--- config.mk ---
export PLATFORM = sky130hd
export DESIGN_NAME = axil_write_engine
export DESIGN_NICKNAME = d
export VERILOG_FILES = /design/src/logic/axil_pkg.sv /design/src/logic/ram_pkg.sv /design/src/logic/axil_write_engine.sv /design/src/logic/sc_fifo.sv
export SDC_FILE = /design/constraint.sdc
export NUM_CORES = 1
export LEC_CHECK = 0
export BUFFER_PORTS_ARGS = -buffer_cell sky130_fd_sc_hd__buf_2
export CAP_MARGIN = 25
export CORE_MARGIN = 2
export CORE_UTILIZATION = 52
export CTS_CLUSTER_SIZE = 24
export DETAILED_ROUTE_END_ITERATION = 10
export GPL_TIMING_DRIVEN = 0
export PLACE_DENSITY = 0.79
export REMOVE_ABC_BUFFERS = 1
export SLEW_MARGIN = 20
export SYNTH_ARGS = -nofsm -noshare
export SYNTH_HDL_FRONTEND = slang
export SYNTH_SLANG_ARGS = --single-unit
--- constraint.sdc ---
create_clock -name aclk -period 6.1 [get_ports aclk]
set_clock_uncertainty 0.05 [all_clocks]
set_input_delay 0.61 -clock aclk [delete_from_list [all_inputs] [get_ports aclk]]
set_output_delay 0.61 -clock aclk [all_outputs]
set_load 0.02 [all_outputs]
--- src/logic/axil_pkg.sv ---
// AXI4-lite bus widths, response codes and the packed channel payloads
// shared by the RAM slave engines and the top level

`default_nettype none

package axil_pkg;

    //////////////////////////////
    // Bus widths
    //////////////////////////////

    localparam int ADDR_W = 12;
    localparam int DATA_W = 32;
    localparam int STRB_W = DATA_W / 8;
    localparam int ID_W   = 4;

    // Response codes, only OKAY and DECERR are ever produced
    localparam logic [1:0] RESP_OKAY   = 2'b00;
    localparam logic [1:0] RESP_DECERR = 2'b11;

    //////////////////////////////
    // Channel payloads
    //////////////////////////////

    // AR and AW request, 16 bits
    typedef struct packed {
        logic [ID_W-1:0]   id;
        logic [ADDR_W-1:0] addr;
    } axil_addr_t;

    // W beat, 36 bits
    typedef struct packed {
        logic [DATA_W-1:0] data;
        logic [STRB_W-1:0] strb;
    } axil_wdata_t;

    // B response, also the id/resp part of R
    typedef struct packed {
        logic [ID_W-1:0] id;
        logic [1:0]      resp;
    } axil_resp_t;

endpackage

`default_nettype wire

--- src/logic/ram_pkg.sv ---
// Memory geometry, request FIFO depths and read-wait generator constants
// for the AXI4-lite RAM slave

`default_nettype none

package ram_pkg;

    // 512 words of 32 bits, byte addresses 0x000 to 0x7FF
    localparam int RAM_DEPTH  = 512;
    localparam int WORD_IDX_W = 9;
    localparam int ADDR_LSB   = 2;

    // Outstanding request buffering
    localparam int RD_FIFO_DEPTH = 4;
    localparam int WR_FIFO_DEPTH = 4;

    // Read wait generator, x^8 + x^6 + x^5 + x^4 + 1
    localparam int         LFSR_W     = 8;
    localparam logic [7:0] LFSR_SEED  = 8'hA5;
    localparam logic [7:0] LFSR_TAPS  = 8'hB8;
    localparam int         MAX_WAIT_W = 2;

endpackage

`default_nettype wire

--- src/logic/axil_write_engine.sv ---
// AXI4-lite write side that buffers AW and W separately, pairs them in order,
// writes the RAM and returns one B response per pair

`timescale 1ns/1ps
`default_nettype none

module axil_write_engine
    import axil_pkg::*;
    import ram_pkg::*;
(
    input  logic                  aclk,
    input  logic                  aresetn,
    input  logic                  srst,
    input  logic                  aw_valid,
    output logic                  aw_ready,
    input  axil_addr_t            aw_req,
    input  logic                  w_valid,
    output logic                  w_ready,
    input  axil_wdata_t           w_beat,
    output logic                  b_valid,
    input  logic                  b_ready,
    output axil_resp_t            b_resp,
    output logic                  we,
    output logic [WORD_IDX_W-1:0] wr_idx,
    output logic [DATA_W-1:0]     wr_data,
    output logic [STRB_W-1:0]     wr_strb
);

    axil_addr_t  aw_head;
    axil_wdata_t w_head;
    logic        aw_empty;
    logic        aw_full;
    logic        w_empty;
    logic        w_full;
    logic        b_free;
    logic        pair_fire;
    logic        in_range;

    //////////////////////////////
    // AW and W buffers
    //////////////////////////////

    // Each FIFO takes an entry only on a transfer of its own channel
    sc_fifo #(
        .payload_t (axil_addr_t),
        .DEPTH     (WR_FIFO_DEPTH)
    ) aw_fifo (
        .aclk     (aclk),
        .aresetn  (aresetn),
        .srst     (srst),
        .push     (aw_valid & aw_ready),
        .data_in  (aw_req),
        .full     (aw_full),
        .pop      (pair_fire),
        .data_out (aw_head),
        .empty    (aw_empty)
    );

    sc_fifo #(
        .payload_t (axil_wdata_t),
        .DEPTH     (WR_FIFO_DEPTH)
    ) w_fifo (
        .aclk     (aclk),
        .aresetn  (aresetn),
        .srst     (srst),
        .push     (w_valid & w_ready),
        .data_in  (w_beat),
        .full     (w_full),
        .pop      (pair_fire),
        .data_out (w_head),
        .empty    (w_empty)
    );

    assign aw_ready = ~aw_full;
    assign w_ready  = ~w_full;

    //////////////////////////////
    // Pairing and RAM write
    //////////////////////////////

    // B register can take a new response if empty or draining this cycle
    assign b_free    = ~b_valid | b_ready;
    assign pair_fire = ~aw_empty & ~w_empty & b_free;
    assign in_range  = (aw_head.addr[ADDR_W-1:ADDR_LSB] < RAM_DEPTH);

    // Out-of-range writes are dropped and answered with DECERR only
    assign we      = pair_fire & in_range;
    assign wr_idx  = aw_head.addr[ADDR_LSB +: WORD_IDX_W];
    assign wr_data = w_head.data;
    assign wr_strb = w_head.strb;

    // B channel
    always_ff @(posedge aclk or negedge aresetn) begin
        if (!aresetn) begin
            b_valid <= 1'b0;
        end else if (srst) begin
            b_valid <= 1'b0;
        end else if (pair_fire) begin
            b_valid <= 1'b1;
        end else if (b_ready) begin
            b_valid <= 1'b0;
        end
    end

    always_ff @(posedge aclk) begin
        if (pair_fire) begin
            b_resp.id   <= aw_head.id;
            b_resp.resp <= in_range ? RESP_OKAY : RESP_DECERR;
        end
    end

endmodule

`default_nettype wire

--- src/logic/sc_fifo.sv ---
// Single-clock FIFO with a type-parameterized payload
// Head is visible combinationally on data_out while empty is low

`timescale 1ns/1ps
`default_nettype none

module sc_fifo #(
    parameter type payload_t = logic [7:0],
    parameter int  DEPTH     = 4
) (
    input  logic     aclk,
    input  logic     aresetn,
    input  logic     srst,
    input  logic     push,
    input  payload_t data_in,
    output logic     full,
    input  logic     pop,
    output payload_t data_out,
    output logic     empty
);

    localparam int PTR_W = (DEPTH > 1) ? $clog2(DEPTH) : 1;
    localparam int CNT_W = $clog2(DEPTH + 1);

    payload_t         mem [DEPTH];
    logic [PTR_W-1:0] wr_ptr;
    logic [PTR_W-1:0] rd_ptr;
    logic [CNT_W-1:0] count;
    logic             push_ok;
    logic             pop_ok;

    // A full FIFO still takes a push when the head leaves in the same cycle
    assign pop_ok  = pop & ~empty;
    assign push_ok = push & (~full | pop_ok);

    assign full     = (count == CNT_W'(DEPTH));
    assign empty    = (count == '0);
    assign data_out = mem[rd_ptr];

    //////////////////////////////
    // Pointers and occupancy
    //////////////////////////////

    always_ff @(posedge aclk or negedge aresetn) begin
        if (!aresetn) begin
            wr_ptr <= '0;
            rd_ptr <= '0;
            count  <= '0;
        end else if (srst) begin
            wr_ptr <= '0;
            rd_ptr <= '0;
            count  <= '0;
        end else begin
            if (push_ok) begin
                wr_ptr <= (wr_ptr == PTR_W'(DEPTH - 1)) ? '0 : wr_ptr + 1'b1;
            end
            if (pop_ok) begin
                rd_ptr <= (rd_ptr == PTR_W'(DEPTH - 1)) ? '0 : rd_ptr + 1'b1;
            end
            case ({push_ok, pop_ok})
                2'b10:   count <= count + 1'b1;
                2'b01:   count <= count - 1'b1;
                default: count <= count;
            endcase
        end
    end

    // Storage
    always_ff @(posedge aclk) begin
        if (push_ok) begin
            mem[wr_ptr] <= data_in;
        end
    end

endmodule

`default_nettype wire

==> results of run 1 <==
-- worst max-delay path, delay by kind of cell (launching register included) --
kind | cells | cell delay (ps)
flip-flops | 1 | 570
multiplexers | 1 | 540
buffers and inverters | 2 | 400
AND/OR/NAND/NOR | 1 | 120
-- layout by cell type, fill, tap and decap left out, types with 2 or more instances in the layout --
cell / n
nand2b_1: 5
o221a_4: 2
mux2i_1: 3
nand3_1: 3
inv_1: 4
xnor2_1: 3
nor2b_1: 3
mux4_2: 50
ha_1: 9
nand2_1: 8
nor2_1: 13
fa_1: 2
and2_2: 4
buf_12: 5
o211ai_1: 2
or3_1: 3
clkinv_2: 2
dfrtp_1: 13
clkbuf_1: 12
a21oi_1: 5
clkinv_1: 2
clkbuf_16: 23
and2_1: 4
and3_1: 4
buf_2: 110
mux2_4: 2
o21ai_0: 2
edfxtp_1: 205
-- registers in the layout (all words and copies together) (netlist names) --
name and flops:
aw_fifo.count 3, w_fifo.rd_ptr 2, w_fifo.mem 144, b_resp 5, w_fifo.wr_ptr 2, aw_fifo.mem 56, aw_fifo.rd_ptr 2, b_valid 1
w_fifo.count 3, aw_fifo.wr_ptr 2
-- power by group through the flow --
stage	sequential [mW]	clock [mW]	combinational (mW)
final	1.97	1.22	1.20
after global routing	1.99	1.30	1.29
after CTS	1.99	1.26	1.19
after detailed placement	2.02	0	1.19
after global placement	2.07	0	1.07
after floorplan	2.04	0	0.761
-- logic make-up (layout without fill, tap and decap cells) --
| group | Yosys count | in the layout |
|---|---|---|
| flip-flops | 220 | 220 |
| multiplexers | 56 | 56 |
| buffers and inverters | 33 | 164 |
| AO/OA/AOI/OAI | 16 | 16 |
| XOR/XNOR | 4 | 4 |
| adder cells (fa/ha/maj) | 11 | 11 |
| AND/OR/NAND/NOR | 52 | 52 |
-- worst max-delay path by stage --
stage	end	cells past startpoint	slack, ps	startpoint
after global routing	we	4	3210	aw_fifo.rd_ptr[0]
final	we	4	3320	aw_fifo.rd_ptr[0]
after CTS	we	3	2920	aw_fifo.rd_ptr[0]
after floorplan	wr_data[0]	1	3150	w_fifo.rd_ptr[0]
after detailed placement	we	3	3450	aw_fifo.rd_ptr[0]
after global placement	wr_strb[0]	2	2410	w_fifo.rd_ptr[0]
-- cell type report --
type | count | area share
multi-input cells | 139 | 0.180
clock inverters | 5 | 0.00263
clock buffers | 36 | 0.0635
flip-flops and latches | 220 | 0.654
well taps | 216 | 0.0270
repair buffers | 118 | 0.0704
inverters | 5 | 0.00213
-- per-stage QoR --
stage,worst slack [ps],std cells,utilization,hold WS [ps],cell area (sq um)
after floorplan,3150,364,-,264,8350
after global placement,2410,690,0.575,486,9170
after detailed placement,3450,696,0.584,485,9310
after CTS,2920,738,0.626,256,9980
after global routing,3210,739,0.627,263,9990
final,3320,739,0.627,274,9990
-- per-layer routing --
layer	up-vias	share of wire
li1	1809	-
met1	2132	0.41
met2	115	0.52
met3	17	0.062
met4	0	0.015
met5	-	0
==> flow_summary.yaml, run 1 <==
synthesis:
  synth.area.top_cells: "edfxtp_1 (72%), mux4_2 (13%), dfrtp_1 (4.4%)"
  synth.most_common_cell: "edfxtp_1"
  netlist_instances: 392
  yosysTopAreaCellShare: 0.724
  synth_simple_gate_area_frac: 0.0334
  netlist_area_sq_um: 8510
  synth_top_family_by_area: "multiplexers"
  synth_xor_area_frac: 0.00412
  async_flop_share: 0.0682
  yosysTopAreaCell: "edfxtp_1"
  yosysUniqueCellTypes: 38
  ys_seq_elements: 220
  synth-compound-area-share: 0.0150
  synth_area_per_cell_sq_um: 21.7
  seq_area_frac_synth: 0.768
  synthAdderAreaFrac: 0.0179
  synth_ff_type: "edfxtp_1"
  synth_warnings: 0
  synthTopCellsByCount: "edfxtp_1 (205), mux4_2 (50), dfrtp_1 (15), nor2_1 (13)"
  muxShareOfSynthArea: 0.141
  synth-edff-count: 205
clock_tree:
  ctsResizeCount: 0
  cts_buffer_depth: 3
  cts_tree: "done"
  numCtsBuffers: 23
  post_cts_buffers: 0
  cts-hold-fix-buffers: 1
  clock_latency_ps: 490
  path_clk_slew_ps: 60
  cts.sinks: 220
  htreeDepth: 1
  cts_root_buf: "clkbuf_16"
die:
  die_h_um: 132
  die_w_um: 132
  io_pins: 113
  core-area_sq_um: 15900
  rows: 46
  die-area_sq_um: 17400
  start_util: 0.534
route:
  drt_wl_total_um: 14700
  drtPass1Iterations: 4
  drcViolationCount: 0
  vias_per_cell: 5.51
  wire_per_inst_um: 19.8
  postRouteAntennaNets: 0
  vias: 4073
  drt_iter0_drc: 227
run_status:
  status: "complete, no violations"
sta:
  fmax_mhz: 360
  setup_viol: 0
  tightest_slew_ps: 792
  setup_tns_ps: 0
  drv_slew: 0
  hold_violations: 0
  max_slew_margin: 0.472
  rsz0062_at_grt: "false"
  fin_crit_ps: 2780
  period_share: 0.456
global_route:
  busiest_layer: "met2"
  antenna_found_initial: 0
  met1_usage: 0.216
  grt_pass1_wl_um: 23000
  grt_max_degree: 28
  track_usage: 0.170
  grt_remaining_overflow: 0
  first_global_vias: 4245
  met2_usage: 0.297
  use_met3: 0.0423
worst_setup_path:
  r2r_end: "aw_fifo.count[2]"
  path_class: "reg -> out"
  r2r_start: "w_fifo.count[0]"
  cp_cell_sequence: "buf_8, mux4_2, nor2_1, buf_2"
  cp-end-kind: "output port"
  critPathLaunchType: "flop"
  slowest_stage: "dfrtp_1"
  cp_max_fo: 11
  rrSetupSlack_ps: 3470
  r2r_cells: 8
  required_ps: 5440
  crit_arrival_ps: 2120
  cp_slowest_stage_delay_ps: 570
pwr:
  ir_drop_mv: 0.295
  leakagePower_nw: 3.46
  p_seq_frac: 0.448
  pwr-share-clk: 0.278
  switchingPower_mw: 1.29
  p_total_mw: 4.39
  power_density_nw_per_um2: 439
  intPower_mw: 3.10
  sw_frac_of_total: 0.293
  comb_power_share: 0.274
flow_run:
  cap_violations: 0
final_layout:
  area_growth_pct: 17.5
  drive_above_1_share: 0.398
  antenna-diode-count: 0
  regArea_sq_um: 6540
  final_net_count: 576
  fill_cells: 1119
  multi_input_area_sq_um: 1800
worst_hold_path:
  hold_class: "in -> reg"
  hold_depth: 1
  holdPathEnd: "w_fifo.mem[0][30]"
  min-delay-start: "w_beat[30]"
place:
  port-buffer-count: 110
  gp_congestion: 0.756
  dp_hpwl_um: 9250
Note: power is estimated with default switching activity, not from simulation.
==> run 2, diff against run 1 <==
Clock period 6.1 ns to 2.6 ns, I/O delays scaled along.
==> run 2 against run 1 <==
Effect of this change: sequential power grew 140%; sequential cell count is the same; worst hold slack lost 210 ps; die area is the same; design area grew 5.0%; setup slack lost 3200 ps; clock-buffer cell count is the same; register-to-register slack lost 3300 ps; critical path depth grew 4; critical path type is now reg -> reg; largest cell class unchanged; largest power group unchanged; highest routed layer unchanged.
==> flow_summary.yaml, run 2 (same netlist as run 1, synthesis figures left out) <==
run_status:
  status: "complete, no violations"
clock_tree:
  cts.sinks: 220
  clock_latency_ps: 490
  cts_tree: "done"
  path_clk_slew_ps: 60
  htreeDepth: 1
  numCtsBuffers: 23
  post_cts_buffers: 0
  cts_buffer_depth: 3
  cts_root_buf: "clkbuf_16"
route:
  vias_per_cell: 5.42
  drt_iter0_drc: 256
  wire_per_inst_um: 19.4
  drtPass1Iterations: 6
  postRouteAntennaNets: 0
  drcViolationCount: 0
  drt_wl_total_um: 15300
  vias: 4268
global_route:
  grt_max_degree: 28
  met2_usage: 0.319
  use_met3: 0.0384
  met1_usage: 0.227
  track_usage: 0.180
  busiest_layer: "met2"
  grt_remaining_overflow: 0
  antenna_found_initial: 0
  grt_pass1_wl_um: 24500
  first_global_vias: 4577
sta:
  period_share: 0.949
  drv_slew: 0
  tightest_slew_ps: 779
  max_slew_margin: 0.481
  fmax_mhz: 405
  setup_viol: 0
  fin_crit_ps: 2470
  hold_violations: 0
die:
  die_h_um: 132
  core-area_sq_um: 15900
  start_util: 0.534
  die-area_sq_um: 17400
  rows: 46
  die_w_um: 132
  io_pins: 113
worst_setup_path:
  cp_cell_sequence: "or3_4, nand3_4, inv_4, and2_1, fa_1, nor4_2, o21ai_0, a31oi_1"
  path_class: "reg -> reg"
  cp_slowest_stage_delay_ps: 480
  crit_arrival_ps: 2830
  cp-end-kind: "flop"
  crit_family: "simple AND/OR/NAND/NOR gates"
  crit_buf_inv: 1
  required_ps: 2960
  critPathLaunchType: "flop"
  slowest_stage: "or3_4"
  rrSetupSlack_ps: 130
  cp_max_fo: 11
pwr:
  p_seq_frac: 0.449
  intPower_mw: 7.33
  leakagePower_nw: 3.66
  comb_power_share: 0.275
  ir_drop_mv: 0.784
  pwr-share-clk: 0.277
  switchingPower_mw: 3.04
  power_density_nw_per_um2: 989
  sw_frac_of_total: 0.293
final_layout:
  largest_reg_flops: 144
  drive_above_1_share: 0.369
  final_net_count: 625
  top_regs: "w_fifo.mem x144, aw_fifo.mem x56, b_resp x5"
  design_area_sq_um: 10500
  area_growth_pct: 23.4
  top_register: "w_fifo.mem"
  stdcell_count: 788
  final_cell_mix: "edfxtp_1 (205), buf_2 (110), dlygate4sd3_1 (51)"
  layout_commonest_cell: "edfxtp_1"
  antenna-diode-count: 0
  fill_cells: 1056
place:
  postPlaceCellArea_sq_um: 9310
  place_inst: 696
  gp_congestion: 0.756
  port-buffer-count: 110
  dp_hpwl_um: 9250
flow_run:
  cap_violations: 0
worst_hold_path:
  hold_class: "in -> reg"
[run 2: worst register-to-register path, delay by kind of cell (launching register included)]
kind / cells / cell delay [ps]
and+or+nand+nor: 4 / 1080
adders and majority gates: 1 / 440
DFF: 1 / 460
AOI/OAI and AO/OA: 2 / 260
buffers and inverters: 1 / 100
[run 2: routing by layer]
metal	up-vias	routed length (um)
met2	132	8000
li1	1916	-
met5	-	0
met4	0	265
met1	2199	6220
met3	21	810
[run 2: worst paths after layout]
path	start	cells past startpoint	to
setup reg to reg	w_fifo.count[0]	8	aw_fifo.count[2]
hold reg to reg	aw_fifo.wr_ptr[1]	2	aw_fifo.wr_ptr[1]
hold / removal	aw_valid	3	aw_fifo.wr_ptr[1]
setup / recovery	w_fifo.count[0]	8	aw_fifo.count[2]
max in group asynchronous	aresetn	2	w_fifo.rd_ptr[0]
min in group asynchronous	aresetn	2	aw_fifo.count[0]
[run 2: metrics by stage]
stage / util / TNS, ps / hold slack [ps] / total power [mW] / setup slack, ps
5_1_grt: 0.658 / -1.31 / 66.3 / 10.8 / -1.31
4_1_cts: 0.657 / 0 / 36.8 / 10.5 / 37.6
6_report: 0.658 / 0 / 65.8 / 10.4 / 133
3_3_place_gp: 0.575 / -92810 / 136 / 7.37 / -738
3_5_place_dp: 0.584 / 0 / 135 / 7.51 / 64.8
2_1_floorplan: - / -96.7 / -85.6 / 6.58 / -2.69
[run 2: power groups by stage]
stage	logic [mW]	clock network [mW]	registers (mW)
after CTS	2.86	2.95	4.67
after global routing	3.06	3.06	4.72
after floorplan	1.79	0	4.79
after detailed placement	2.78	0	4.73
final	2.85	2.87	4.66
after global placement	2.51	0	4.86
[run 2: final cells by class]
cell class,count,area [sq um],area share
clock buffers,36,634,0.0604
multi-input cells,139,1820,0.173
clock inverters,5,26.3,0.00250
repair buffers,167,1190,0.113
inverters,5,21.3,0.00203
flip-flops and latches,220,6540,0.623
well taps,216,270,0.0257
[run 2: what timing repair did]
action | 4_1_cts | 5_1_grt
hold buffers | 51 | 0
endpoints found under the hold margin | 215 | 0
gates cloned | 0 | 0
setup endpoints to repair | 10 | 1
gates resized for setup | 1 | 3
==> run 3, diff against run 2 <==
Settings changed: CORE_MARGIN 2 to 1.
==> run 3 against run 2 <==
Effect of this change: via count decreased by 1.5%; sequential share of layout area decreased by 0.20 points; sequential power about the same; non-clock buffer count unchanged; global-route usage increased by 0.93 points; design area increased by 0.33%; total power increased by 0.92%; setup slack got worse by 30 ps; worst hold slack improved by 21 ps; sequential cell count unchanged; critical path type unchanged; critical endpoint unchanged; highest routed layer unchanged.
==> flow_summary.yaml, run 3 (same netlist as run 1, synthesis figures left out) <==
global_route:
  antenna_found_initial: 0
  grt_max_degree: 35
  grt_remaining_overflow: 0
  first_global_vias: 4400
  grt_pass1_wl_um: 23500
  track_usage: 0.189
route:
  wire_per_inst_um: 19.6
  vias: 4206
  vias_per_cell: 5.35
  postRouteAntennaNets: 0
  drt_wl_total_um: 15400
  drcViolationCount: 0
  drt_iter0_drc: 200
  drtPass1Iterations: 4
clock_tree:
  cts.sinks: 220
  cts_tree: "done"
  htreeDepth: 1
  numCtsBuffers: 22
  path_clk_slew_ps: 60
  clock_latency_ps: 490
  cts_root_buf: "clkbuf_16"
  cts_buffer_depth: 3
pwr:
  comb_power_share: 0.276
  pwr-share-clk: 0.282
  ir_drop_mv: 0.636
  p_seq_frac: 0.442
  leakagePower_nw: 3.68
  sw_frac_of_total: 0.294
  power_density_nw_per_um2: 994
  p_total_mw: 10.5
  switchingPower_mw: 3.08
  intPower_mw: 7.39
worst_setup_path:
  rrSetupSlack_ps: 100
  slowest_stage: "dfrtp_2"
  crit_path_start: "w_fifo.count[0]"
  cp_cell_sequence: "or3_4, nand3_4, inv_4, and2_1, fa_1, nor4_2, o21ai_0, a31oi_1"
  endpoint: "aw_fifo.count[2]"
  path_class: "reg -> reg"
  cp_slowest_stage_delay_ps: 460
  crit_buf_inv: 1
  r2r_start: "w_fifo.count[0]"
  cp-end-kind: "flop"
  path_depth: 8
  critPathLaunchType: "flop"
  required_ps: 2960
  crit_arrival_ps: 2860
  crit_family: "simple AND/OR/NAND/NOR gates"
  cp_max_fo: 11
  r2r_cells: 8
  r2r_end: "aw_fifo.count[2]"
sta:
  fin_ws_ps: 103
  period_share: 0.960
  hold_violations: 0
  setup_viol: 0
  fmax_mhz: 400
  drv_slew: 0
  fin_crit_ps: 2500
  setup_tns_ps: 0
  hold-worst-slack_ps: 86.8
  tightest_slew_ps: 780
  max_slew_margin: 0.480
  rsz0062_at_grt: "false"
place:
  gp_congestion: 0.686
  postPlaceCellArea_sq_um: 9330
  place_ws_ps: -18.6
  port-buffer-count: 110
  place_inst: 696
  dp_hpwl_um: 9530
final_layout:
  final_core_util: 0.661
  top_register: "w_fifo.mem"
  top_regs: "w_fifo.mem x144, aw_fifo.mem x56, b_resp x5"
  regArea_sq_um: 6540
  largest_reg_flops: 144
  area_growth_pct: 23.8
  final_cell_mix: "edfxtp_1 (205), buf_2 (110), dlygate4sd3_1 (51)"
  design_area_sq_um: 10500
  stdcell_count: 786
  drive_above_1_share: 0.375
  fill_cells: 1048
  multi_input_area_sq_um: 1820
  final_net_count: 624
  layout_commonest_cell: "edfxtp_1"
  antenna-diode-count: 0
run_status:
  status: "complete, no violations"
die:
  core-area_sq_um: 15900
  start_util: 0.534
  die_w_um: 130
  die_h_um: 130
  die-area_sq_um: 16900
  io_pins: 113
  rows: 46
flow_run:
  cap_violations: 0
worst_hold_path:
  hold_depth: 3
  hold_class: "in -> reg"
[run 3: power by group through the flow]
stage,Combinational (mW),Sequential [mW],Clock [mW]
floorplan,1.79,4.79,0
global placement,2.50,4.85,0
detailed placement,2.84,4.70,0
CTS,2.92,4.64,3.01
global route,3.13,4.69,3.16
finish,2.89,4.63,2.95
[run 3: worst min-delay path by stage]
stage	from	end	slack [ps]
final	aw_valid	aw_fifo.wr_ptr[1]	90
after global routing	aw_valid	aw_fifo.wr_ptr[1]	80
after CTS	aw_valid	aw_fifo.wr_ptr[1]	60
after global placement	aresetn	w_fifo.count[0]	140
after floorplan	aresetn	aw_fifo.count[0]	-90
after detailed placement	aresetn	w_fifo.count[0]	150
[run 3: layout make-up]
cell class                 instances  area share
sequential                       220       0.621
tap                              216      0.0257
inverter                           5     0.00202
clock buffer                      29      0.0568
clock inverter                    10     0.00701
timing repair buffer             167       0.115
multi-input combinational        139       0.173
[run 3: what timing repair did]
| item | CTS | global route |
|---|---|---|
| endpoints found under the hold margin | 215 | 0 |
| resized for setup | 2 | 3 |
| hold buffers | 51 | 0 |
| setup endpoints to repair | 11 | 1 |
| pin swaps | 0 | 0 |
| setup buffers | 0 | 0 |
[run 3: tightest hold or removal path: cells and delay by family]
family	cells	cell delay [ps]
compound gates	1	60
buf+inv	1	170
simple gates	1	90
[run 3: per-layer routing]
| metal | track usage | vias to the layer above | share of wire |
|---|---|---|---|
| met5 | 0 | - | 0 |
| met4 | 0.0534 | 0 | 0.018 |
| met3 | 0.0467 | 30 | 0.061 |
| met2 | 0.333 | 134 | 0.51 |
| met1 | 0.233 | 2128 | 0.41 |
| li1 | - | 1914 | - |
