--- config.mk ---
export PLATFORM = sky130hd
export DESIGN_NAME = axil_read_engine
export DESIGN_NICKNAME = d
export VERILOG_FILES = /design/src/logic/axil_pkg.sv /design/src/logic/ram_pkg.sv /design/src/logic/axil_read_engine.sv /design/src/logic/sc_fifo.sv
export SDC_FILE = /design/constraint.sdc
export NUM_CORES = 1
export LEC_CHECK = 0
export BUFFER_PORTS_ARGS = -buffer_cell sky130_fd_sc_hd__buf_2
export CORE_AREA = 2 2 95 97
export CTS_CLUSTER_DIAMETER = 150
export DETAILED_ROUTE_END_ITERATION = 12
export DIE_AREA = 0 0 97 99
export HOLD_SLACK_MARGIN = 0.06
export PLACE_DENSITY = 0.77
export SYNTH_ARGS = -nofsm -noshare
export SYNTH_HDL_FRONTEND = slang
export SYNTH_SLANG_ARGS = --single-unit
--- constraint.sdc ---
create_clock -name aclk -period 2.5 [get_ports aclk]
set_input_delay 0.125 -clock aclk [delete_from_list [all_inputs] [get_ports aclk]]
set_output_delay 0.125 -clock aclk [all_outputs]
set_load 0.01 [all_outputs]
--- src/logic/axil_pkg.sv ---
// AXI4-lite bus widths, response codes and the packed channel payloads
// shared by the RAM slave engines and the top level

`default_nettype none

package axil_pkg;

    //////////////////////////////
    // Bus widths
    //////////////////////////////

    localparam int ADDR_W = 12;
    localparam int DATA_W = 32;
    localparam int STRB_W = DATA_W / 8;
    localparam int ID_W   = 4;

    // Response codes, only OKAY and DECERR are ever produced
    localparam logic [1:0] RESP_OKAY   = 2'b00;
    localparam logic [1:0] RESP_DECERR = 2'b11;

    //////////////////////////////
    // Channel payloads
    //////////////////////////////

    // AR and AW request, 16 bits
    typedef struct packed {
        logic [ID_W-1:0]   id;
        logic [ADDR_W-1:0] addr;
    } axil_addr_t;

    // W beat, 36 bits
    typedef struct packed {
        logic [DATA_W-1:0] data;
        logic [STRB_W-1:0] strb;
    } axil_wdata_t;

    // B response, also the id/resp part of R
    typedef struct packed {
        logic [ID_W-1:0] id;
        logic [1:0]      resp;
    } axil_resp_t;

endpackage

`default_nettype wire

--- src/logic/ram_pkg.sv ---
// Memory geometry, request FIFO depths and read-wait generator constants
// for the AXI4-lite RAM slave

`default_nettype none

package ram_pkg;

    // 512 words of 32 bits, byte addresses 0x000 to 0x7FF
    localparam int RAM_DEPTH  = 512;
    localparam int WORD_IDX_W = 9;
    localparam int ADDR_LSB   = 2;

    // Outstanding request buffering
    localparam int RD_FIFO_DEPTH = 4;
    localparam int WR_FIFO_DEPTH = 4;

    // Read wait generator, x^8 + x^6 + x^5 + x^4 + 1
    localparam int         LFSR_W     = 8;
    localparam logic [7:0] LFSR_SEED  = 8'hA5;
    localparam logic [7:0] LFSR_TAPS  = 8'hB8;
    localparam int         MAX_WAIT_W = 2;

endpackage

`default_nettype wire

--- src/logic/axil_read_engine.sv ---
// AXI4-lite read side that buffers AR requests and answers them in order on R
// after an LFSR-driven wait of 0 to 3 cycles per request

`timescale 1ns/1ps
`default_nettype none

module axil_read_engine
    import axil_pkg::*;
    import ram_pkg::*;
(
    input  logic                  aclk,
    input  logic                  aresetn,
    input  logic                  srst,
    input  logic                  ar_valid,
    output logic                  ar_ready,
    input  axil_addr_t            ar_req,
    output logic                  r_valid,
    input  logic                  r_ready,
    output logic [DATA_W-1:0]     r_data,
    output axil_resp_t            r_resp,
    output logic [WORD_IDX_W-1:0] rd_idx,
    input  logic [DATA_W-1:0]     rd_data
);

    axil_addr_t            head;
    logic                  fifo_empty;
    logic                  fifo_full;
    logic                  r_done;
    logic                  in_range;
    logic                  busy;
    logic [MAX_WAIT_W-1:0] wait_cnt;
    logic [LFSR_W-1:0]     lfsr;

    //////////////////////////////
    // Request buffer
    //////////////////////////////

    // A request enters the FIFO only on an AR transfer
    sc_fifo #(
        .payload_t (axil_addr_t),
        .DEPTH     (RD_FIFO_DEPTH)
    ) ar_fifo (
        .aclk     (aclk),
        .aresetn  (aresetn),
        .srst     (srst),
        .push     (ar_valid & ar_ready),
        .data_in  (ar_req),
        .full     (fifo_full),
        .pop      (r_done),
        .data_out (head),
        .empty    (fifo_empty)
    );

    assign ar_ready = ~fifo_full;
    assign r_done   = r_valid & r_ready;

    // Word index and decode of the request at the head
    assign rd_idx   = head.addr[ADDR_LSB +: WORD_IDX_W];
    assign in_range = (head.addr[ADDR_W-1:ADDR_LSB] < RAM_DEPTH);

    //////////////////////////////
    // Wait counter and R valid
    //////////////////////////////

    always_ff @(posedge aclk or negedge aresetn) begin
        if (!aresetn) begin
            busy     <= 1'b0;
            wait_cnt <= '0;
            r_valid  <= 1'b0;
            lfsr     <= LFSR_SEED;
        end else if (srst) begin
            busy     <= 1'b0;
            wait_cnt <= '0;
            r_valid  <= 1'b0;
            lfsr     <= LFSR_SEED;
        end else begin
            if (!busy && !r_valid && !fifo_empty) begin
                busy     <= 1'b1;
                wait_cnt <= lfsr[MAX_WAIT_W-1:0];
            end else if (busy) begin
                if (wait_cnt == '0) begin
                    busy    <= 1'b0;
                    r_valid <= 1'b1;
                end else begin
                    wait_cnt <= wait_cnt - 1'b1;
                end
            end
            // Next wait value is drawn once per completed response
            if (r_done) begin
                r_valid <= 1'b0;
                lfsr    <= {lfsr[LFSR_W-2:0], ^(lfsr & LFSR_TAPS)};
            end
        end
    end

    // Response payload is captured as the wait ends and holds under back-pressure
    always_ff @(posedge aclk) begin
        if (busy && wait_cnt == '0) begin
            r_data      <= in_range ? rd_data : '0;
            r_resp.id   <= head.id;
            r_resp.resp <= in_range ? RESP_OKAY : RESP_DECERR;
        end
    end

endmodule

`default_nettype wire

--- src/logic/sc_fifo.sv ---
// Single-clock FIFO with a type-parameterized payload
// Head is visible combinationally on data_out while empty is low

`timescale 1ns/1ps
`default_nettype none

module sc_fifo #(
    parameter type payload_t = logic [7:0],
    parameter int  DEPTH     = 4
) (
    input  logic     aclk,
    input  logic     aresetn,
    input  logic     srst,
    input  logic     push,
    input  payload_t data_in,
    output logic     full,
    input  logic     pop,
    output payload_t data_out,
    output logic     empty
);

    localparam int PTR_W = (DEPTH > 1) ? $clog2(DEPTH) : 1;
    localparam int CNT_W = $clog2(DEPTH + 1);

    payload_t         mem [DEPTH];
    logic [PTR_W-1:0] wr_ptr;
    logic [PTR_W-1:0] rd_ptr;
    logic [CNT_W-1:0] count;
    logic             push_ok;
    logic             pop_ok;

    // A full FIFO still takes a push when the head leaves in the same cycle
    assign pop_ok  = pop & ~empty;
    assign push_ok = push & (~full | pop_ok);

    assign full     = (count == CNT_W'(DEPTH));
    assign empty    = (count == '0);
    assign data_out = mem[rd_ptr];

    //////////////////////////////
    // Pointers and occupancy
    //////////////////////////////

    always_ff @(posedge aclk or negedge aresetn) begin
        if (!aresetn) begin
            wr_ptr <= '0;
            rd_ptr <= '0;
            count  <= '0;
        end else if (srst) begin
            wr_ptr <= '0;
            rd_ptr <= '0;
            count  <= '0;
        end else begin
            if (push_ok) begin
                wr_ptr <= (wr_ptr == PTR_W'(DEPTH - 1)) ? '0 : wr_ptr + 1'b1;
            end
            if (pop_ok) begin
                rd_ptr <= (rd_ptr == PTR_W'(DEPTH - 1)) ? '0 : rd_ptr + 1'b1;
            end
            case ({push_ok, pop_ok})
                2'b10:   count <= count + 1'b1;
                2'b01:   count <= count - 1'b1;
                default: count <= count;
            endcase
        end
    end

    // Storage
    always_ff @(posedge aclk) begin
        if (push_ok) begin
            mem[wr_ptr] <= data_in;
        end
    end

endmodule

`default_nettype wire

==> results.tsv, run 1 <==
stage	metric	value	unit
critical_path	r2r_slack	340	ps
synth	synthCells	265	
critical_path	path_depth	5	
sta	min_period	2155	ps
sta	fin_crit_sh	86.20	%
synth	yosysTopAreaCellShare	62.50	%
final_layout	fillers	621	
synth	synth-seq-cells	112	
cts	clk_latency	370	ps
status	status	finished, final reports clean	
sta	rsz0062_at_grt	no	
critical_path	cp_max_fo	9	
synth	synth_cell_types	36	
final_layout	final-instance-count-excl-fill	506	
cts	clkSlewWorstSetupHoldPaths	100	ps
final_layout	multiInputGateArea	0.001059	mm2
detailed_routing	drc	0	
cts	cts_tree	built	
synth	synth.largest_area_cell	edfxtp_1	
critical_path	critPathTopFamily	compound AO/OA/AOI/OAI gates	
synth	avgSynthCellArea	16.86	um2
global_routing	grt_pass1_vias	2549	
critical_path	reg2reg_from	ar_fifo.count[0]	
detailed_routing	dr.first_iter.drc_count	84	
critical_path	crit_path_end	ar_fifo.count[2]	
detailed_routing	vias_per_cell	5.065	
synth	synth_area	0.004468	mm2
sta	clock_skew	12.93	ps
power	p_per_area	688.6	mW/mm2
critical_path	crit_slowest_cell	or3b_1	
place	hpwl	5098	um
sta	setup_violations	0	
synth	syn-num-nets	324	
final_layout	syn_to_final_growth	24.31	%
critical_path	cp.arrival	2410	ps
sta	layout_setup_ws	344.9	ps
power	finalPower	3.824	mW
floorplanning	core_area	0.008551	mm2
cts	cts_max_level	3	
global_routing	grt_antenna_before_repair	0	
final_layout	nets	452	
critical_path	rr_endpoint	ar_fifo.count[2]	
detailed_routing	finalWirelength	7991	um
sta	fmax	464.0	MHz
place	io_buffers	99	
final_layout	final_cell_mix	buf_2, edfxtp_1, dlygate4sd3_1	
floorplanning	die_w	97	um
cts	root_buffer	clkbuf_8	
critical_path	path_cells	or3b_1 > a21oi_4 > fa_1 > nor3_1 > a2111o_1	
global_routing	grt_overflow	0	
floorplanning	die_area	0.009603	mm2
place	gp_congestion	0.7733	
sta	tightest_slew	817.9	ps
floorplanning	die_h	99	um
synth	ys_warn_count	0	
detailed_routing	drt-pass1-iter-count	4	
critical_path	worstPathRequired	2760	ps
sta	hold_viol_final	0	
worst_hold_path	hp-class	in2reg	
critical_path	r2r_cells	5	
critical_path	crit_start	ar_fifo.count[0]	
cts	cts_buffers	9	
floorplanning	rows	34	
critical_path	start_kind	register	
critical_path	cp-end-kind	register	
synth	ys_seq_area_share	73.26	%
cts	post-cts-setup-buffer-count	0	
job	max-cap-violations	0	
global_routing	grt_max_degree	39	
place	placed_cells	454	
sta	holdWs	63.63	ps
floorplanning	initial_core_util	52.25	%
final_layout	drive_above_1_share	34.42	%
floorplanning	io_pins	102	
final_layout	final-seq-area	0.003273	mm2
sta	slew_headroom	45.47	%
power	max-vdd-ir-drop	0.3536	mV
cts	clock-sinks	112	
final_layout	diodes	0	
sta	fin_setup_tns	0	ps
critical_path	path_buf_inv	0	
sta	drv_slew	0	
power	power.leakage	2.136	nW
detailed_routing	wl_per_cell	15.79	um
critical_path	slowest_delay	570	ps
place	place_ws	371.5	ps
detailed_routing	ant_nets	0	
detailed_routing	num_vias	2563	
synth	synthTopCellsByArea	edfxtp_1, dfrtp_1, mux4_2, nor2b_1, dfstp_2	
final_layout	final_common_cell	buf_2	
global_routing	grt_pass1_wl	12820	um
global_routing	grt_usage	17.32	%
critical_path	critPathKind	reg2reg	
cts	cts.path.max_buffers	2	
cell usage after synthesis, drive strengths merged:
| library cell | count |
|---|---|
| and2 | 3 |
| o311a | 1 |
| a211oi | 1 |
| nand3 | 2 |
| and4b | 1 |
| fa | 1 |
| buf | 13 |
| nor4b | 2 |
| xnor2 | 5 |
| dfstp | 4 |
| and3 | 4 |
| nand2b | 3 |
| ha | 5 |
| a211o | 1 |
| mux2i | 1 |
| or3 | 2 |
| nand3b | 3 |
| nor3 | 4 |
| or3b | 1 |
| mux4 | 14 |
| nand2 | 20 |
| dfrtp | 15 |
| mux2 | 1 |
| a2111o | 1 |
| inv | 4 |
| o311ai | 1 |
| nor2b | 34 |
| xor2 | 1 |
| a21oi | 9 |
| nor2 | 7 |
| o21ai | 1 |
| edfxtp | 93 |
| clkbuf | 7 |
routing by layer:
metal | GRT usage, % | wire length (um) | vias to the layer above
met5 | 0 | 0 | -
met4 | 6.826 | 124 | 0
met3 | 4.255 | 502 | 8
met2 | 28.85 | 3886 | 93
met1 | 22.18 | 3478 | 1241
li1 | - | - | 1221
worst reg2reg max path, delay by kind of cell (launching register included):
family | cells | cell delay (ps)
AOI/OAI and AO/OA | 2 | 680
and+or+nand+nor | 2 | 650
DFF | 1 | 470
adders and majority gates | 1 | 260
stage by stage:
step,instance area (um2),util (%)
global placement,4992,58.38
floorplan,4468,-
finish,5554,64.95
global route,5554,64.95
CTS,5554,64.95
detailed placement,4992,58.38
cell families after synthesis:
kind of cell    synth area share [%]
fa+ha+maj                      1.848
compound gates                 2.408
buf+inv                        3.080
simple gates                   10.70
flops                          73.26
mux                            7.533
xor+xnor                       1.176
sequential cells by signal, indices dropped and copies added (netlist names), 2 cells and up:
register and flops:
ar_fifo.mem 56, r_data 32, lfsr 8, r_resp 5
ar_fifo.count 3, ar_fifo.rd_ptr 2, ar_fifo.wr_ptr 2, wait_cnt 2
worst min-delay path by stage:
stage,startpoint,end,slack (ps),cells after the start
floorplan,aresetn,ar_fifo.count[0],-170,0
global placement,aresetn,lfsr[6],90,1
detailed placement,aresetn,lfsr[6],90,1
CTS,rd_data[16],r_data[16],60,2
global route,rd_data[13],r_data[13],70,2
finish,rd_data[22],r_data[22],60,2
what timing repair did:
action / in CTS / in global routing
resized for setup: 0 / 0
hold buffers: 36 / 0
endpoints found under the setup margin: 0 / 0
endpoints found under the hold margin: 96 / 0
where the power goes:
part           internal, mW  total [mW]  switching (mW)
Combinational         0.220       0.487           0.267
Sequential             2.20        2.26          0.0570
Clock                 0.474        1.08           0.607
Total                  2.89        3.82           0.931
cell type report:
class / instances / share of cell area [%]
clock buffers: 9 / 2.230
clock inverters: 7 / 1.397
inverters: 4 / 0.2703
multi-input cells: 129 / 19.06
flip-flops and latches: 112 / 58.93
well taps: 108 / 2.433
repair buffers: 137 / 15.68
Note: power is estimated with default switching activity, not from simulation.
==> inputs of run 2 (changes only) <==
==> constraint.sdc (replaced) <==
create_clock -name aclk -period 2.5 [get_ports aclk]
set_input_delay 0.125 -clock aclk [delete_from_list [all_inputs] [get_ports aclk]]
set_output_delay 0.125 -clock aclk [all_outputs]
set_load 0.02 [all_outputs]
==> run 2 against run 1 <==
- cell count grew 0.20%
- sequential power is essentially flat
- flip-flop and latch count is the same
- register-to-register slack gained 30 ps
- first-iteration DRC count grew 29%
- largest cell class unchanged
==> results.tsv, run 2 (synthesis gave the netlist of run 1 again) <==
stage	metric	value	unit	change
global_routing	grt_pass1_vias	2586		+1.5%
cts	cts.path.max_buffers	2		unchanged
cts	cts_buffers	9		unchanged
critical_path	rr_endpoint	ar_fifo.count[2]		
final_layout	top_register	ar_fifo.mem		
critical_path	worstPathRequired	2750	ps	about the same
sta	layout_setup_ws	372.6	ps	+27.71 ps
place	hpwl	5023	um	-1.5%
cts	root_buffer	clkbuf_8		
final_layout	nets	453		+0.22%
final_layout	final_cell_mix	buf_2, edfxtp_1, dlygate4sd3_1		
cts	postCtsHoldBufs	35		-2.8%
final_layout	drive_above_1_share	34.59	%	+0.16 points
sta	fin_setup_tns	0	ps	unchanged
final_layout	syn_to_final_growth	24.59	%	
sta	drv_slew	0		unchanged
place	gp_congestion	0.7882		+1.9%
sta	slew_headroom	51.08	%	+5.6 points
global_routing	grt_overflow	0		unchanged
cts	cts_tree	built		
detailed_routing	drt-pass1-iter-count	4		unchanged
detailed_routing	finalWirelength	7933	um	-0.73%
cts	clkSlewWorstSetupHoldPaths	100	ps	about the same
worst_hold_path	hold_start	rd_data[4]		
critical_path	cp.arrival	2380	ps	-30 ps
global_routing	grt_usage	17.50	%	+0.17 points
sta	holdWs	69.32	ps	+5.688 ps
sta	min_period	2127	ps	-27.71 ps
final_layout	diodes	0		unchanged
global_routing	grt_pass1_wl	12980	um	+1.2%
worst_hold_path	worstHoldPathCells	2		unchanged
final_layout	multiInputGateArea	0.001059	mm2	unchanged
detailed_routing	dr.first_iter.drc_count	108		+29%
floorplanning	die_h	99	um	unchanged
sta	hold_viol_final	0		unchanged
sta	rsz0062_at_grt	no		
floorplanning	core_area	0.008551	mm2	unchanged
final_layout	final_common_cell	buf_2		
floorplanning	die_w	97	um	unchanged
detailed_routing	wl_per_cell	15.65	um	-0.92%
power	p_per_area	705.3	mW/mm2	+2.4%
global_routing	grt_max_degree	34		-13%
detailed_routing	ant_nets	0		unchanged
cts	post_cts_resized	0		unchanged
job	max-cap-violations	0		unchanged
detailed_routing	num_vias	2553		-0.39%
sta	setup_violations	0		unchanged
floorplanning	die_area	0.009603	mm2	unchanged
cts	clock-sinks	112		unchanged
place	io_buffers	99		unchanged
critical_path	cp_max_fo	7		-2
floorplanning	io_pins	102		unchanged
final_layout	final-seq-area	0.003273	mm2	unchanged
worst_hold_path	hp-class	in2reg		
critical_path	cp-end-kind	register		
power	max-vdd-ir-drop	0.3255	mV	-7.9%
global_routing	grt_antenna_before_repair	0		unchanged
cts	post-cts-setup-buffer-count	0		unchanged
cts	cts_max_level	3		unchanged
floorplanning	initial_core_util	52.25	%	unchanged
critical_path	r2r_slack	370	ps	+30 ps
place	place_ws	392.6	ps	+21.05 ps
floorplanning	rows	34		unchanged
cts	clk_latency	370	ps	about the same
final_layout	top_regs	ar_fifo.mem x56, r_data x32, lfsr x8		
critical_path	reg2reg_from	ar_fifo.count[0]		
final_layout	fillers	629		+1.3%
sta	fin_crit_sh	85.09	%	-1.1 points
sta	fmax	470.1	MHz	+1.3%
detailed_routing	drc	0		unchanged
power	power.leakage	2.142	nW	+0.28%
sta	tightest_slew	733.8	ps	-84.15 ps
worst_hold_path	whs_endpoint	r_data[4]		
power	finalPower	3.926	mW	+2.7%
critical_path	r2r_cells	5		unchanged
critical_path	start_kind	register		
status	status	finished, final reports clean		
final_layout	largest_reg_flops	56		unchanged
sta	clock_skew	10.86	ps	-2.077 ps
critical_path	critPathKind	reg2reg		
detailed_routing	vias_per_cell	5.036		-0.59%
-- run 2: cell types whose count changed in the layout (fill, tap and decap cells not counted) --
| cell | previous run | this run |
|---|---|---|
| clkinv_2 | 2 | 0 |
| clkinv_4 | 2 | 0 |
| buf_4 | 2 | 4 |
| inv_8 | 1 | 0 |
| clkbuf_1 | 0 | 1 |
| inv_6 | 1 | 4 |
| dlygate4sd3_1 | 36 | 35 |
| clkinv_8 | 0 | 1 |
-- run 2: final cells by class --
| cell class | count | share of cell area, % |
|---|---|---|
| multi-input combinational | 129 | 19.02 |
| clock buffer | 10 | 2.293 |
| inverter | 4 | 0.2697 |
| clock inverter | 6 | 1.461 |
| tap | 108 | 2.428 |
| sequential | 112 | 58.80 |
| timing repair buffer | 138 | 15.73 |
-- run 2: report_power, final --
group          switching, mW  leakage, nW  internal (mW)
Clock                  0.624        0.105          0.488
Combinational          0.333        0.932          0.227
Sequential            0.0568         1.11           2.20
Total                   1.01         2.14           2.91
-- run 2: metal layers --
layer / up-vias / wire length [um] / GRT usage (%)
met4: 0 / 125 / 6.501
met2: 89 / 3827 / 29.43
met3: 9 / 417 / 3.830
met1: 1234 / 3563 / 22.64
met5: - / 0 / 0
li1: 1221 / - / -
-- run 2: stage by stage --
step	utilization (%)	instances	instance area (um2)
after floorplan	-	265	4468
after global placement	58.56	456	5007
after detailed placement	58.56	456	5007
after CTS	65.10	507	5567
after global routing	65.10	507	5567
final	65.10	507	5567
-- run 2: how the worst max path moves through the flow --
stage / start / to / slack (ps) / depth (start not counted)
floorplan: ar_fifo.count[0] / ar_fifo.count[2] / 520 / 5
global placement: ar_fifo.count[0] / ar_fifo.count[2] / 430 / 5
detailed placement: ar_fifo.count[0] / ar_fifo.count[2] / 390 / 5
CTS: ar_fifo.count[0] / ar_fifo.count[2] / 370 / 5
global route: ar_fifo.count[0] / ar_fifo.count[2] / 250 / 5
finish: ar_fifo.count[0] / ar_fifo.count[2] / 370 / 5
-- run 2: worst max-delay path: stages, from the launching register on --
cell      delay [ps]
dfrtp_1          470
o311ai_1         520
a21oi_4           80
fa_1             440
nor4b_1          160
a2111o_1         350
==> inputs of run 3 (changes only) <==
Settings changed: RECOVER_POWER set to 25.
==> run 3 against run 2 <==
- critical endpoint unchanged
- via count is 0.47% lower
- power barely moved
- first-iteration DRC count grew 2.8%
- cell area down 0.31%
- sequential share of layout area rose by 0.19 points
- combinational power about the same
- largest power group unchanged
- global-route usage stayed put
==> results.tsv, run 3 (synthesis gave the netlist of run 1 again) <==
stage	metric	value	unit	change
critical_path	r2r_slack	370	ps	about the same
cts	clock-sinks	112		unchanged
worst_hold_path	whs_endpoint	r_data[4]		
critical_path	worstPathRequired	2750	ps	about the same
floorplanning	die_w	97	um	unchanged
sta	fin_setup_tns	0	ps	unchanged
detailed_routing	dr.first_iter.drc_count	111		+2.8%
sta	min_period	2127	ps	-0.3540 ps
detailed_routing	ant_nets	0		unchanged
sta	tightest_slew	987.8	ps	+254.1 ps
floorplanning	rows	34		unchanged
final_layout	nets	453		unchanged
final_layout	final_cell_mix	edfxtp_1, buf_2, dlygate4sd3_1		
cts	clk_latency	360	ps	about the same
global_routing	grt_pass1_vias	2586		unchanged
detailed_routing	wl_per_cell	15.63	um	-0.13%
status	status	finished, final reports clean		
floorplanning	io_pins	102		unchanged
final_layout	top_register	ar_fifo.mem		
sta	slew_headroom	34.14	%	-17 points
sta	rsz0062_at_grt	no		
sta	hold_viol_final	0		unchanged
place	io_buffers	99		unchanged
place	place_ws	392.6	ps	unchanged
critical_path	cp.arrival	2370	ps	about the same
final_layout	top_regs	ar_fifo.mem x56, r_data x32, lfsr x8		
sta	holdWs	71.45	ps	+2.131 ps
final_layout	largest_reg_flops	56		unchanged
final_layout	final-instance-count-excl-fill	507		unchanged
global_routing	grt_overflow	0		unchanged
cts	cts_max_level	3		unchanged
final_layout	diodes	0		unchanged
worst_hold_path	worstHoldPathCells	2		unchanged
global_routing	grt_antenna_before_repair	0		unchanged
cts	cts_buffers	9		unchanged
critical_path	cp-end-kind	register		
floorplanning	die_h	99	um	unchanged
sta	fmax	470.1	MHz	about the same
detailed_routing	finalWirelength	7923	um	-0.13%
place	gp_congestion	0.7882		unchanged
critical_path	r2r_cells	5		unchanged
worst_hold_path	hp-class	in2reg		
critical_path	rr_endpoint	ar_fifo.count[2]		
sta	layout_setup_ws	373.0	ps	+0.3540 ps
cts	cts.path.max_buffers	2		unchanged
detailed_routing	drt-pass1-iter-count	4		unchanged
final_layout	syn_to_final_growth	24.19	%	
sta	fin_crit_sh	85.08	%	about the same
sta	clock_skew	10.30	ps	-0.5577 ps
cts	post-cts-setup-buffer-count	0		unchanged
job	max-cap-violations	0		unchanged
cts	cts_tree	built		
floorplanning	die_area	0.009603	mm2	unchanged
cts	root_buffer	clkbuf_8		
critical_path	start_kind	register		
final_layout	post-route-util	64.90	%	-0.20 points
floorplanning	initial_core_util	52.25	%	unchanged
place	placed_cells	456		unchanged
critical_path	reg2reg_from	ar_fifo.count[2]		
cts	clkSlewWorstSetupHoldPaths	100	ps	about the same
global_routing	grt_usage	17.50	%	unchanged
cts	postCtsHoldBufs	35		unchanged
place	hpwl	5023	um	unchanged
detailed_routing	num_vias	2541		-0.47%
final_layout	fillers	634		+0.79%
floorplanning	core_area	0.008551	mm2	unchanged
power	power.leakage	2.103	nW	-1.8%
detailed_routing	vias_per_cell	5.012		-0.47%
global_routing	grt_max_degree	34		unchanged
sta	setup_violations	0		unchanged
sta	drv_slew	0		unchanged
global_routing	grt_pass1_wl	12980	um	unchanged
power	max-vdd-ir-drop	0.3242	mV	-0.41%
final_layout	final_common_cell	edfxtp_1		
critical_path	critPathKind	reg2reg		
final_layout	drive_above_1_share	31.08	%	-3.5 points
worst_hold_path	hold_start	rd_data[4]		
critical_path	cp_max_fo	8		+1
power	p_per_area	707.6	mW/mm2	+0.33%
cts	post_cts_resized	0		unchanged
detailed_routing	drc	0		unchanged
[run 3: layout make-up]
class / instances / area (um2) / area share (%)
clock buffer: 10 / 127.6 / 2.300
clock inverter: 6 / 81.33 / 1.466
inverter: 4 / 15.01 / 0.2706
multi-input combinational: 129 / 1059 / 19.08
sequential: 112 / 3273 / 58.99
tap: 108 / 135.1 / 2.435
timing repair buffer: 138 / 858.3 / 15.47
[run 3: how the worst max path moves through the flow]
stage | from | endpoint | slack, ps | cells past startpoint
floorplan | ar_fifo.count[0] | ar_fifo.count[2] | 520 | 5
global placement | ar_fifo.count[0] | ar_fifo.count[2] | 430 | 5
detailed placement | ar_fifo.count[0] | ar_fifo.count[2] | 390 | 5
CTS | ar_fifo.count[0] | ar_fifo.count[2] | 370 | 5
global route | ar_fifo.count[0] | ar_fifo.count[2] | 250 | 5
finish | ar_fifo.count[2] | ar_fifo.count[2] | 370 | 5
[run 3: worst max-delay path, cell delays in order, from the launching register on]
cell and delay, ps:
dfrtp_1 460, o311ai_1 520, a21oi_4 80, fa_1 440
nor4b_1 160, a2111o_1 350
[run 3: layer usage]
layer	up-vias	part of all wire (%)	GRT usage, %
met5	-	0	0
met4	0	1.3	6.501
met3	8	5.1	3.830
met2	87	48	29.43
met1	1225	46	22.64
li1	1221	-	-
[run 3: report_power, final]
group          internal (mW)  switching [mW]
combinational          0.224           0.334
sequential              2.20          0.0570
clock                  0.488           0.627
total                   2.91            1.02
[run 3: per-stage QoR]
stage	area [um2]	power (mW)
floorplan	4468	2.640
global placement	5007	2.801
detailed placement	5007	2.819
CTS	5567	3.966
global route	5549	4.104
finish	5549	3.927
